**src/cpu_pkg.sv**
```systemverilog
`default_nettype none

package cpu_pkg;

    localparam int XLEN       = 32;
    localparam int REG_ADDR_W = 5;
    localparam int OPCODE_W   = 7;
    localparam int FUNCT3_W   = 3;
    localparam int FUNCT7_W   = 7;

    localparam logic [XLEN-1:0] RESET_PC = 32'h0000_0000;

    // ADDI x0,x0,0, used for flushed slots and bubbles
    localparam logic [XLEN-1:0] NOP_INSTR = 32'h0000_0013;

    // Major opcodes
    localparam logic [OPCODE_W-1:0] OP_REG    = 7'b0110011;
    localparam logic [OPCODE_W-1:0] OP_IMM    = 7'b0010011;
    localparam logic [OPCODE_W-1:0] OP_LOAD   = 7'b0000011;
    localparam logic [OPCODE_W-1:0] OP_STORE  = 7'b0100011;
    localparam logic [OPCODE_W-1:0] OP_BRANCH = 7'b1100011;

    localparam logic [FUNCT3_W-1:0] F3_ADD  = 3'b000; // ADD, SUB, ADDI
    localparam logic [FUNCT3_W-1:0] F3_SLT  = 3'b010;
    localparam logic [FUNCT3_W-1:0] F3_XOR  = 3'b100;
    localparam logic [FUNCT3_W-1:0] F3_OR   = 3'b110;
    localparam logic [FUNCT3_W-1:0] F3_AND  = 3'b111;
    localparam logic [FUNCT3_W-1:0] F3_WORD = 3'b010; // LW and SW
    localparam logic [FUNCT3_W-1:0] F3_BEQ  = 3'b000;
    localparam logic [FUNCT3_W-1:0] F3_BNE  = 3'b001;

    localparam logic [FUNCT7_W-1:0] F7_BASE = 7'b0000000;
    localparam logic [FUNCT7_W-1:0] F7_ALT  = 7'b0100000; // Selects SUB

    typedef enum logic [2:0] {
        ALU_ADD,
        ALU_SUB,
        ALU_AND,
        ALU_OR,
        ALU_XOR,
        ALU_SLT
    } alu_op_t;

endpackage

`default_nettype wire
```
**src/cpu.sv**
```systemverilog
`timescale 1ns/10ps
`default_nettype none

module cpu #(
    parameter int RAM_WORDS = 64
) (
    input  logic                           clock,
    input  logic                           rst_n,
    input  logic                           enable,
    input  logic [cpu_pkg::XLEN-1:0]       imem_data,
    output logic [cpu_pkg::XLEN-1:0]       imem_addr,
    output logic                           retire_valid,
    output logic [cpu_pkg::REG_ADDR_W-1:0] retire_rd,
    output logic [cpu_pkg::XLEN-1:0]       retire_value
);
    import cpu_pkg::*;

    // Fetch to decode
    logic [XLEN-1:0]       if_pc, if_instr;
    logic                  stall;

    // Register bank read side
    logic [REG_ADDR_W-1:0] rs1_addr, rs2_addr;
    logic [XLEN-1:0]       rs1_value, rs2_value;

    // Decode to execute
    logic [XLEN-1:0]       de_pc, de_rs1_value, de_rs2_value, de_imm;
    alu_op_t               de_alu_op;
    logic                  de_alu_src, de_branch, de_branch_ne;
    logic                  de_mem_read, de_mem_write, de_reg_write;
    logic [REG_ADDR_W-1:0] de_rd;

    // Execute to memory, plus the redirect
    logic                  branch_taken;
    logic [XLEN-1:0]       branch_target;
    logic [XLEN-1:0]       ex_result, ex_store_data;
    logic                  ex_mem_read, ex_mem_write, ex_reg_write;
    logic [REG_ADDR_W-1:0] ex_rd;

    fetch u_fetch (
        .clock(clock), .rst_n(rst_n), .enable(enable),
        .stall(stall), .branch_taken(branch_taken), .branch_target(branch_target),
        .imem_data(imem_data), .imem_addr(imem_addr),
        .if_pc(if_pc), .if_instr(if_instr)
    );

    decode u_decode (
        .clock(clock), .rst_n(rst_n), .enable(enable),
        .if_pc(if_pc), .if_instr(if_instr),
        .rs1_value(rs1_value), .rs2_value(rs2_value),
        .branch_taken(branch_taken), .ex_reg_write(ex_reg_write), .ex_rd(ex_rd),
        .rs1_addr(rs1_addr), .rs2_addr(rs2_addr), .stall(stall),
        .de_pc(de_pc), .de_rs1_value(de_rs1_value), .de_rs2_value(de_rs2_value),
        .de_imm(de_imm), .de_alu_op(de_alu_op), .de_alu_src(de_alu_src),
        .de_branch(de_branch), .de_branch_ne(de_branch_ne),
        .de_mem_read(de_mem_read), .de_mem_write(de_mem_write),
        .de_reg_write(de_reg_write), .de_rd(de_rd)
    );

    execute u_execute (
        .clock(clock), .rst_n(rst_n), .enable(enable),
        .de_pc(de_pc), .de_rs1_value(de_rs1_value), .de_rs2_value(de_rs2_value),
        .de_imm(de_imm), .de_alu_op(de_alu_op), .de_alu_src(de_alu_src),
        .de_branch(de_branch), .de_branch_ne(de_branch_ne),
        .de_mem_read(de_mem_read), .de_mem_write(de_mem_write),
        .de_reg_write(de_reg_write), .de_rd(de_rd),
        .branch_taken(branch_taken), .branch_target(branch_target),
        .ex_result(ex_result), .ex_store_data(ex_store_data),
        .ex_mem_read(ex_mem_read), .ex_mem_write(ex_mem_write),
        .ex_reg_write(ex_reg_write), .ex_rd(ex_rd)
    );

    // Writeback strobe is also the retire port
    memory_stage #(
        .RAM_WORDS(RAM_WORDS)
    ) u_memory_stage (
        .clock(clock), .rst_n(rst_n), .enable(enable),
        .ex_result(ex_result), .ex_store_data(ex_store_data),
        .ex_mem_read(ex_mem_read), .ex_mem_write(ex_mem_write),
        .ex_reg_write(ex_reg_write), .ex_rd(ex_rd),
        .mem_reg_write(), .mem_rd(), // Write-through makes these unneeded for hazards
        .wb_write_enable(retire_valid), .wb_rd(retire_rd), .wb_value(retire_value)
    );

    register_bank u_register_bank (
        .clock(clock), .rst_n(rst_n),
        .write_enable(retire_valid), .write_addr(retire_rd), .write_value(retire_value),
        .read_addr1(rs1_addr), .read_addr2(rs2_addr),
        .value1(rs1_value), .value2(rs2_value)
    );

endmodule

`default_nettype wire

```
**src/memory_stage.sv**
```systemverilog
`timescale 1ns/10ps
`default_nettype none

module memory_stage #(
    parameter int RAM_WORDS = 64
) (
    input  logic                           clock,
    input  logic                           rst_n,
    input  logic                           enable,
    input  logic [cpu_pkg::XLEN-1:0]       ex_result,
    input  logic [cpu_pkg::XLEN-1:0]       ex_store_data,
    input  logic                           ex_mem_read,
    input  logic                           ex_mem_write,
    input  logic                           ex_reg_write,
    input  logic [cpu_pkg::REG_ADDR_W-1:0] ex_rd,
    output logic                           mem_reg_write,
    output logic [cpu_pkg::REG_ADDR_W-1:0] mem_rd,
    output logic                           wb_write_enable,
    output logic [cpu_pkg::REG_ADDR_W-1:0] wb_rd,
    output logic [cpu_pkg::XLEN-1:0]       wb_value
);
    import cpu_pkg::*;

    logic [XLEN-1:0] load_data;

    data_ram #(
        .RAM_WORDS(RAM_WORDS)
    ) u_data_ram (
        .clock       (clock),
        .write_enable(ex_mem_write && enable), // Frozen core leaves RAM alone
        .address     (ex_result),
        .write_data  (ex_store_data),
        .read_data   (load_data)
    );

    always_ff @(posedge clock) begin
        if (!rst_n) begin
            mem_reg_write <= 1'b0;
            mem_rd        <= '0;
        end else if (enable) begin
            mem_reg_write <= ex_reg_write;
            mem_rd        <= ex_rd;
        end
    end

    always_ff @(posedge clock) begin
        if (enable) begin
            wb_value <= ex_mem_read ? load_data : ex_result;
        end
    end

    // Writeback select, one strobe per enabled cycle
    assign wb_write_enable = mem_reg_write && (mem_rd != '0) && enable;
    assign wb_rd           = mem_rd;

endmodule

`default_nettype wire

```
**src/execute.sv**
```systemverilog
`timescale 1ns/10ps
`default_nettype none

module execute (
    input  logic                           clock,
    input  logic                           rst_n,
    input  logic                           enable,
    input  logic [cpu_pkg::XLEN-1:0]       de_pc,
    input  logic [cpu_pkg::XLEN-1:0]       de_rs1_value,
    input  logic [cpu_pkg::XLEN-1:0]       de_rs2_value,
    input  logic [cpu_pkg::XLEN-1:0]       de_imm,
    input  cpu_pkg::alu_op_t               de_alu_op,
    input  logic                           de_alu_src,
    input  logic                           de_branch,
    input  logic                           de_branch_ne,
    input  logic                           de_mem_read,
    input  logic                           de_mem_write,
    input  logic                           de_reg_write,
    input  logic [cpu_pkg::REG_ADDR_W-1:0] de_rd,
    output logic                           branch_taken,
    output logic [cpu_pkg::XLEN-1:0]       branch_target,
    output logic [cpu_pkg::XLEN-1:0]       ex_result,
    output logic [cpu_pkg::XLEN-1:0]       ex_store_data,
    output logic                           ex_mem_read,
    output logic                           ex_mem_write,
    output logic                           ex_reg_write,
    output logic [cpu_pkg::REG_ADDR_W-1:0] ex_rd
);
    import cpu_pkg::*;

    logic [XLEN-1:0] operand_b;
    logic [XLEN-1:0] alu_result;

    assign operand_b = de_alu_src ? de_imm : de_rs2_value;

    always_comb begin
        case (de_alu_op)
            ALU_ADD: alu_result = de_rs1_value + operand_b;
            ALU_SUB: alu_result = de_rs1_value - operand_b;
            ALU_AND: alu_result = de_rs1_value & operand_b;
            ALU_OR:  alu_result = de_rs1_value | operand_b;
            ALU_XOR: alu_result = de_rs1_value ^ operand_b;
            ALU_SLT: alu_result = {{(XLEN-1){1'b0}}, $signed(de_rs1_value) < $signed(operand_b)};
            default: alu_result = '0;
        endcase
    end

    // Resolved straight from ID/EX, a one-cycle pulse per branch
    assign branch_taken  = de_branch && ((de_rs1_value == de_rs2_value) ^ de_branch_ne);
    assign branch_target = de_pc + de_imm;

    always_ff @(posedge clock) begin
        if (!rst_n) begin
            ex_mem_read  <= 1'b0;
            ex_mem_write <= 1'b0;
            ex_reg_write <= 1'b0;
            ex_rd        <= '0;
        end else if (enable) begin
            ex_mem_read  <= de_mem_read;
            ex_mem_write <= de_mem_write;
            ex_reg_write <= de_reg_write;
            ex_rd        <= de_rd;
        end
    end

    always_ff @(posedge clock) begin
        if (enable) begin
            ex_result     <= alu_result; // Also the load/store address
            ex_store_data <= de_rs2_value;
        end
    end

endmodule

`default_nettype wire

```
**src/decode.sv**
```systemverilog
`timescale 1ns/10ps
`default_nettype none

module decode (
    input  logic                           clock,
    input  logic                           rst_n,
    input  logic                           enable,
    input  logic [cpu_pkg::XLEN-1:0]       if_pc,
    input  logic [cpu_pkg::XLEN-1:0]       if_instr,
    input  logic [cpu_pkg::XLEN-1:0]       rs1_value,
    input  logic [cpu_pkg::XLEN-1:0]       rs2_value,
    input  logic                           branch_taken,
    input  logic                           ex_reg_write,
    input  logic [cpu_pkg::REG_ADDR_W-1:0] ex_rd,
    output logic [cpu_pkg::REG_ADDR_W-1:0] rs1_addr,
    output logic [cpu_pkg::REG_ADDR_W-1:0] rs2_addr,
    output logic                           stall,
    output logic [cpu_pkg::XLEN-1:0]       de_pc,
    output logic [cpu_pkg::XLEN-1:0]       de_rs1_value,
    output logic [cpu_pkg::XLEN-1:0]       de_rs2_value,
    output logic [cpu_pkg::XLEN-1:0]       de_imm,
    output cpu_pkg::alu_op_t               de_alu_op,
    output logic                           de_alu_src,
    output logic                           de_branch,
    output logic                           de_branch_ne,
    output logic                           de_mem_read,
    output logic                           de_mem_write,
    output logic                           de_reg_write,
    output logic [cpu_pkg::REG_ADDR_W-1:0] de_rd
);
    import cpu_pkg::*;

    logic [XLEN-1:0]       instr;
    logic [OPCODE_W-1:0]   opcode;
    logic [FUNCT3_W-1:0]   funct3;
    logic [FUNCT7_W-1:0]   funct7;
    logic [REG_ADDR_W-1:0] rd_field;
    logic [XLEN-1:0]       imm_i, imm_s, imm_b;
    logic                  src1_busy, src2_busy;

    alu_op_t         alu_op;
    logic [XLEN-1:0] imm;
    logic            alu_src, branch, branch_ne, mem_read, mem_write, reg_write;

    assign rs1_addr = if_instr[19:15];
    assign rs2_addr = if_instr[24:20];

    // Source still owned by an instruction in ID/EX or EX/MEM
    assign src1_busy = (rs1_addr != '0) &&
                       ((de_reg_write && rs1_addr == de_rd) || (ex_reg_write && rs1_addr == ex_rd));
    assign src2_busy = (rs2_addr != '0) &&
                       ((de_reg_write && rs2_addr == de_rd) || (ex_reg_write && rs2_addr == ex_rd));
    assign stall     = src1_busy || src2_busy;

    // A bubble is simply the NOP word run through the decoder
    assign instr    = (stall || branch_taken) ? NOP_INSTR : if_instr;
    assign opcode   = instr[6:0];
    assign rd_field = instr[11:7];
    assign funct3   = instr[14:12];
    assign funct7   = instr[31:25];

    assign imm_i = {{20{instr[31]}}, instr[31:20]};
    assign imm_s = {{20{instr[31]}}, instr[31:25], instr[11:7]};
    assign imm_b = {{19{instr[31]}}, instr[31], instr[7], instr[30:25], instr[11:8], 1'b0};

    always_comb begin
        alu_op    = ALU_ADD;
        imm       = imm_i;
        alu_src   = 1'b0;
        branch    = 1'b0;
        branch_ne = 1'b0;
        mem_read  = 1'b0;
        mem_write = 1'b0;
        reg_write = 1'b0;
        case (opcode)
            OP_REG: begin
                reg_write = 1'b1;
                case ({funct7, funct3})
                    {F7_BASE, F3_ADD}: alu_op = ALU_ADD;
                    {F7_ALT, F3_ADD}:  alu_op = ALU_SUB;
                    {F7_BASE, F3_AND}: alu_op = ALU_AND;
                    {F7_BASE, F3_OR}:  alu_op = ALU_OR;
                    {F7_BASE, F3_XOR}: alu_op = ALU_XOR;
                    {F7_BASE, F3_SLT}: alu_op = ALU_SLT;
                    default:           reg_write = 1'b0; // Unsupported R-type
                endcase
            end
            OP_IMM: begin
                alu_src   = 1'b1;
                reg_write = (funct3 == F3_ADD); // ADDI only
            end
            OP_LOAD: begin
                alu_src   = 1'b1;
                mem_read  = (funct3 == F3_WORD);
                reg_write = (funct3 == F3_WORD);
            end
            OP_STORE: begin
                alu_src   = 1'b1;
                imm       = imm_s;
                mem_write = (funct3 == F3_WORD);
            end
            OP_BRANCH: begin
                imm       = imm_b;
                branch    = (funct3 == F3_BEQ) || (funct3 == F3_BNE);
                branch_ne = (funct3 == F3_BNE);
            end
            default: ; // No-op
        endcase
    end

    always_ff @(posedge clock) begin
        if (!rst_n) begin
            de_branch    <= 1'b0;
            de_branch_ne <= 1'b0;
            de_mem_read  <= 1'b0;
            de_mem_write <= 1'b0;
            de_reg_write <= 1'b0;
            de_rd        <= '0;
        end else if (enable) begin
            de_branch    <= branch;
            de_branch_ne <= branch_ne;
            de_mem_read  <= mem_read;
            de_mem_write <= mem_write;
            de_reg_write <= reg_write && (rd_field != '0); // x0 writes dropped here
            de_rd        <= (reg_write && rd_field != '0) ? rd_field : '0;
        end
    end

    always_ff @(posedge clock) begin
        if (enable) begin
            de_pc        <= if_pc;
            de_rs1_value <= rs1_value;
            de_rs2_value <= rs2_value;
            de_imm       <= imm;
            de_alu_op    <= alu_op;
            de_alu_src   <= alu_src;
        end
    end

    a_bubble_no_write: assert property (@(posedge clock) disable iff (!rst_n)
        enable && (stall || branch_taken) |=> !de_reg_write);

endmodule

`default_nettype wire

```
**src/fetch.sv**
```systemverilog
`timescale 1ns/10ps
`default_nettype none

module fetch (
    input  logic                     clock,
    input  logic                     rst_n,
    input  logic                     enable,
    input  logic                     stall,
    input  logic                     branch_taken,
    input  logic [cpu_pkg::XLEN-1:0] branch_target,
    input  logic [cpu_pkg::XLEN-1:0] imem_data,
    output logic [cpu_pkg::XLEN-1:0] imem_addr,
    output logic [cpu_pkg::XLEN-1:0] if_pc,
    output logic [cpu_pkg::XLEN-1:0] if_instr
);
    import cpu_pkg::*;

    logic [XLEN-1:0] pc;

    assign imem_addr = pc; // Port answers in the same cycle

    always_ff @(posedge clock) begin
        if (!rst_n) begin
            pc       <= RESET_PC;
            if_instr <= NOP_INSTR;
        end else if (enable) begin
            if (branch_taken) begin // Wins over a stall
                pc       <= branch_target;
                if_instr <= NOP_INSTR; // Kill the word fetched this cycle
            end else if (!stall) begin
                pc       <= pc + 4;
                if_instr <= imem_data;
            end
        end
    end

    always_ff @(posedge clock) begin
        if (enable && !branch_taken && !stall) begin
            if_pc <= pc;
        end
    end

    // Branch targets from execute must keep word alignment
    a_pc_aligned: assert property (@(posedge clock) disable iff (!rst_n)
        pc[1:0] == 2'b00);

endmodule

`default_nettype wire

```
**src/data_ram.sv**
```systemverilog
`timescale 1ns/10ps
`default_nettype none

module data_ram #(
    parameter int RAM_WORDS = 64
) (
    input  logic                     clock,
    input  logic                     write_enable,
    input  logic [cpu_pkg::XLEN-1:0] address,
    input  logic [cpu_pkg::XLEN-1:0] write_data,
    output logic [cpu_pkg::XLEN-1:0] read_data
);
    import cpu_pkg::*;

    localparam int ADDR_W = $clog2(RAM_WORDS);

    logic [XLEN-1:0]   mem [RAM_WORDS];
    logic [ADDR_W-1:0] word_index;

    assign word_index = address[ADDR_W+1:2]; // Byte offset dropped

    always_ff @(posedge clock) begin
        if (write_enable) begin
            mem[word_index] <= write_data;
        end
    end

    assign read_data = mem[word_index];

    // Upper address bits come straight from the ALU and must not alias
    a_write_in_range: assert property (@(posedge clock)
        write_enable |-> (address >> 2) < RAM_WORDS);

endmodule

`default_nettype wire

```
**src/register_bank.sv**
```systemverilog
`timescale 1ns/10ps
`default_nettype none

module register_bank (
    input  logic                           clock,
    input  logic                           rst_n,
    input  logic                           write_enable,
    input  logic [cpu_pkg::REG_ADDR_W-1:0] write_addr,
    input  logic [cpu_pkg::XLEN-1:0]       write_value,
    input  logic [cpu_pkg::REG_ADDR_W-1:0] read_addr1,
    input  logic [cpu_pkg::REG_ADDR_W-1:0] read_addr2,
    output logic [cpu_pkg::XLEN-1:0]       value1,
    output logic [cpu_pkg::XLEN-1:0]       value2
);
    import cpu_pkg::*;

    logic [XLEN-1:0] regs [2**REG_ADDR_W];

    always_ff @(posedge clock) begin
        if (!rst_n) begin
            for (int i = 0; i < 2**REG_ADDR_W; i++) begin
                regs[i] <= '0;
            end
        end else if (write_enable && write_addr != '0) begin
            regs[write_addr] <= write_value;
        end
    end

    // Write-through covers the writeback slot, so decode never stalls on it
    assign value1 = (read_addr1 == '0) ? '0 :
                    (write_enable && write_addr == read_addr1) ? write_value : regs[read_addr1];
    assign value2 = (read_addr2 == '0) ? '0 :
                    (write_enable && write_addr == read_addr2) ? write_value : regs[read_addr2];

    // Memory stage filters out x0 destinations before they get here
    a_no_x0_write: assert property (@(posedge clock) disable iff (!rst_n)
        write_enable |-> write_addr != '0);

endmodule

`default_nettype wire

```
**config.mk**
```make
export PLATFORM = sky130hd
export DESIGN_NAME = cpu
export DESIGN_NICKNAME = d
export VERILOG_FILES = /design/src/cpu_pkg.sv /design/src/cpu.sv /design/src/memory_stage.sv /design/src/execute.sv /design/src/decode.sv /design/src/fetch.sv /design/src/data_ram.sv /design/src/register_bank.sv
export SDC_FILE = /design/constraint.sdc
export NUM_CORES = 2
export LEC_CHECK = 0
export BUFFER_PORTS_ARGS = -buffer_cell sky130_fd_sc_hd__buf_2
export CORE_MARGIN = 2
export CORE_UTILIZATION = 40
export CTS_CLUSTER_SIZE = 24
export DETAILED_ROUTE_END_ITERATION = 8
export PLACE_DENSITY = 0.61
export REMOVE_ABC_BUFFERS = 1
export SYNTH_ARGS = -nofsm -noshare
export SYNTH_HDL_FRONTEND = slang
export SYNTH_SLANG_ARGS = --single-unit
```
**constraint.sdc**
```tcl
create_clock -name clock -period 6.9 [get_ports clock]
set_input_delay 1.725 -clock clock [delete_from_list [all_inputs] [get_ports clock]]
set_output_delay 1.725 -clock clock [all_outputs]
set_load 0.02 [all_outputs]
```
==> run metrics <==
outcome=finished, final reports clean; initial drt markers=11233; cell taking the most area after synthesis=edfxtp_1; startpoint types=flop; vias per cell=6.02; post-cts sizing count=0; placed inst area=160000 um2; post-synth cell types=89; Hold Crit Depth=0; Max Clock Skew=0.0595 ns; placed cell count=13003; LEAKAGE=55.8 nW; die height=620 um; HPWL Detailed=276000 um; max frequency=0.177 GHz; Root Buffer Master=clkbuf_16; Layout area overhead=13.0%; vias in the first global route=82227; kind of critical path=reg2reg; Min Clock Period, post-route=5.64 ns; hold_sp=u_fetch.if_pc[2]; routability congestion estimate=0.901; Crit path max-delay family=compound AO/OA/AOI/OAI gates; grt ovf=0; slack of the critical path=1.26 ns; Post-synth EDFFs=3313; power per cell area=298 nW/um2; clock buffer depth=4; Max-slew headroom=7.98%; Hold Path Class=reg2reg; I/O pins=105; antenna violations before repair=40; Post-Syn Area=152000 um2; final instance area=172000 um2; Hold Path End=u_decode.de_pc[2]; number of routed nets with antenna violations=0; Finished Layout Cells=13675; worst r2r path cells=12; IO buf count=104; CP peak stage delay=1.04 ns; required time worst endpoint=7.60 ns; Final #Nets=8513; starting density of the core=40.1%; Peak VDD IR=0.221 mV; register area share after synthesis=66.9%; TritonCTS buffer count=358; largest net degree at the start of global routing=138; Avg WL per Cell=32.8 um; WL final=449000 um; ys flop type=edfxtp_1; clock slew at reported path FFs=0.07 ns; global-route wire length before repair=632000 um; Cells after Synth=8191; Synth async-reset ratio=0%; share of cells above drive strength 1=28.4%; drt pass-1 iters=8; die area=385000 um2; worst hold slack=0.408 ns; Synth area leaders=edfxtp_1, mux4_2, and2_1, dfxtp_1, clkbuf_1; number of buffers and inverters on the critical path=1; Tightest Pin Transition=1.38 ns; Slew Limit Fails=0; max_cap viols=0; Tot GR Track Use=23.1%; final hold viol count=0; Tcrit/Tclk final=81.7%; CTS Hold Buffers Added=0; Critical Path End Type=flop; clk_lat worst skew=0.95 ns; RSZ-0062 raised after global routing=no; #FFs+latches synth=3417; R2R Setup Slk=1.26 ns; arrival time worst endpoint=6.34 ns; average size of a mapped cell=18.5 um2; r2r startpoint=u_decode.de_imm[12]; # rows=226; Post-Place Setup Slack=1.35 ns; core area=378000 um2; Final setup viols=0; R2R Path End=u_execute.ex_result[29]; clock sink total=3417; drc violations=0; H-tree levels=5; CTS tree=yes; slowest CP cell=edfxtp_1; Die W=620 um; WP depth=12; Yosys top cell area share=65.5%; CP Max Fanout=21; via count=82335; yosys warns=0; crit-path cells=and2_1 > a21oi_1 > ha_1 > inv_1 > nor3_1 > nand2_1 > a2111oi_1 > o21bai_1 > o2bb2ai_1 > o21ai_0 > a211oi_1 > a22o_1; postcts setup bufs=0
==> per-stage QoR <==
| stage | utilization [%] | power, mW | setup TNS, ns |
|---|---|---|---|
| floorplan | - | 31.0 | -844.46 |
| global placement | 42.3 | 32.0 | 0 |
| detailed placement | 42.3 | 32.0 | 0 |
| CTS | 45.3 | 51.4 | 0 |
| global route | 45.4 | 52.5 | 0 |
| finish | 45.4 | 51.1 | 0 |
==> cells by family (layout without fill, tap and decap cells) <==
family                   after synthesis  count (layout)  share of synthesized area (%)
flip-flops                          3417            3417                           66.9
AND/OR/NAND/NOR                     1686            1686                           6.19
multiplexers                        1447            1447                           20.4
buffers and inverters                749            1169                           1.94
AO/OA/AOI/OAI                        652             652                           2.88
adder cells (fa/ha/maj)              131             131                           1.09
XOR/XNOR                             108             108                          0.623
other                                  1              49                        0.00247
==> how the worst max path moves through the flow <==
stage                         from                    endpoint  slack [ns]
6_report       u_decode.de_imm[12]     u_execute.ex_result[29]        1.26
3_5_place_dp   u_decode.de_imm[12]     u_execute.ex_result[29]        1.35
2_1_floorplan                 flop  u_memory_stage.wb_value[0]      -15.96
5_1_grt        u_decode.de_imm[12]     u_execute.ex_result[29]        0.96
4_1_cts        u_decode.de_imm[12]     u_execute.ex_result[29]        1.34
3_3_place_gp   u_decode.de_imm[12]     u_execute.ex_result[29]        1.35
==> area by class of cell <==
class | instances | area [um2]
antenna | 17 | 42.5
clock buffer | 437 | 9540
clock inverter | 218 | 2150
fill | 31691 | 207000
inverter | 110 | 415
multi-input combinational | 4056 | 48500
sequential | 3417 | 102000
tap | 5016 | 6280
timing repair buffer | 404 | 3100
==> report_power, final <==
| part | internal, mW | total [mW] | switching, mW | leakage (nW) |
|---|---|---|---|---|
| registers | 23.3 | 23.9 | 0.524 | 32.2 |
| logic | 3.15 | 7.76 | 4.61 | 17.9 |
| clock network | 11.3 | 19.5 | 8.23 | 5.70 |
| total | 37.8 | 51.1 | 13.4 | 55.8 |
==> sequential cells by signal, summed over array words and instances, names as in the netlist, 32 cells and up, named ones only <==
signal	cells
u_decode.de_rs2_value	32
u_execute.ex_store_data	32
u_execute.ex_result	32
u_memory_stage.wb_value	32
u_memory_stage.u_data_ram.mem	2048
u_register_bank.regs	1024
u_decode.de_pc	32
u_decode.de_rs1_value	32
u_fetch.if_pc	32
u_fetch.imem_addr	32
u_fetch.if_instr	32
==> Yosys cell counts (13+ instances only) <==
cell and instances:
a211oi_1 85, a21o_1 31, a21oi_1 151, a22o_1 15
a22oi_1 36, a31oi_1 23, and2_1 998, and3_1 23
buf_1 88, buf_2 50, clkbuf_1 485, dfxtp_1 104
edfxtp_1 3313, ha_1 128, inv_1 107, mux2_2 40
mux2i_1 95, mux4_2 1312, nand2_1 137, nand3_1 38
nand4_1 26, nor2_1 317, nor2b_1 14, nor3_1 37
nor4_1 23, o211ai_1 24, o21a_1 15, o21ai_0 122
o21bai_1 19, o22ai_1 16, or3_1 13, xnor2_1 36
xor2_1 72
==> layout by cell type, fill, tap and decap left out, types with 16 or more instances in the layout <==
cell type	instances
nor2_1	220
nand4_1	26
o211ai_1	24
dfxtp_1	87
clkbuf_16	370
diode_2	17
ha_1	128
a21o_1	31
nor4_1	23
clkinv_2	65
xnor2_1	36
clkbuf_1	64
and2_1	998
o22ai_1	16
nor2_2	18
edfxtp_1	3313
a211oi_1	85
xor2_1	72
and3_1	23
a21oi_1	151
nor2_4	81
conb_1	32
buf_2	102
buf_12	25
bufinv_16	38
o21ai_4	33
nand2_1	137
inv_1	106
a22oi_1	36
clkinv_1	77
o21ai_0	91
buf_4	276
mux2_2	40
mux4_2	1312
nor3_1	37
o21bai_1	19
a31oi_1	23
nand3_1	38
mux2i_1	95
clkinvlp_4	16
==> per-layer routing <==
metal  GRT usage (%)  part of all wire [%]  vias to the layer above
li1                -                     -                    33462
met1            32.4                    41                    44030
met2            36.1                    47                     4217
met3            5.19                   9.6                      618
met4            6.75                   3.1                        8
met5           0.177                 0.013                        -
Power figures use the tool's default switching activity.
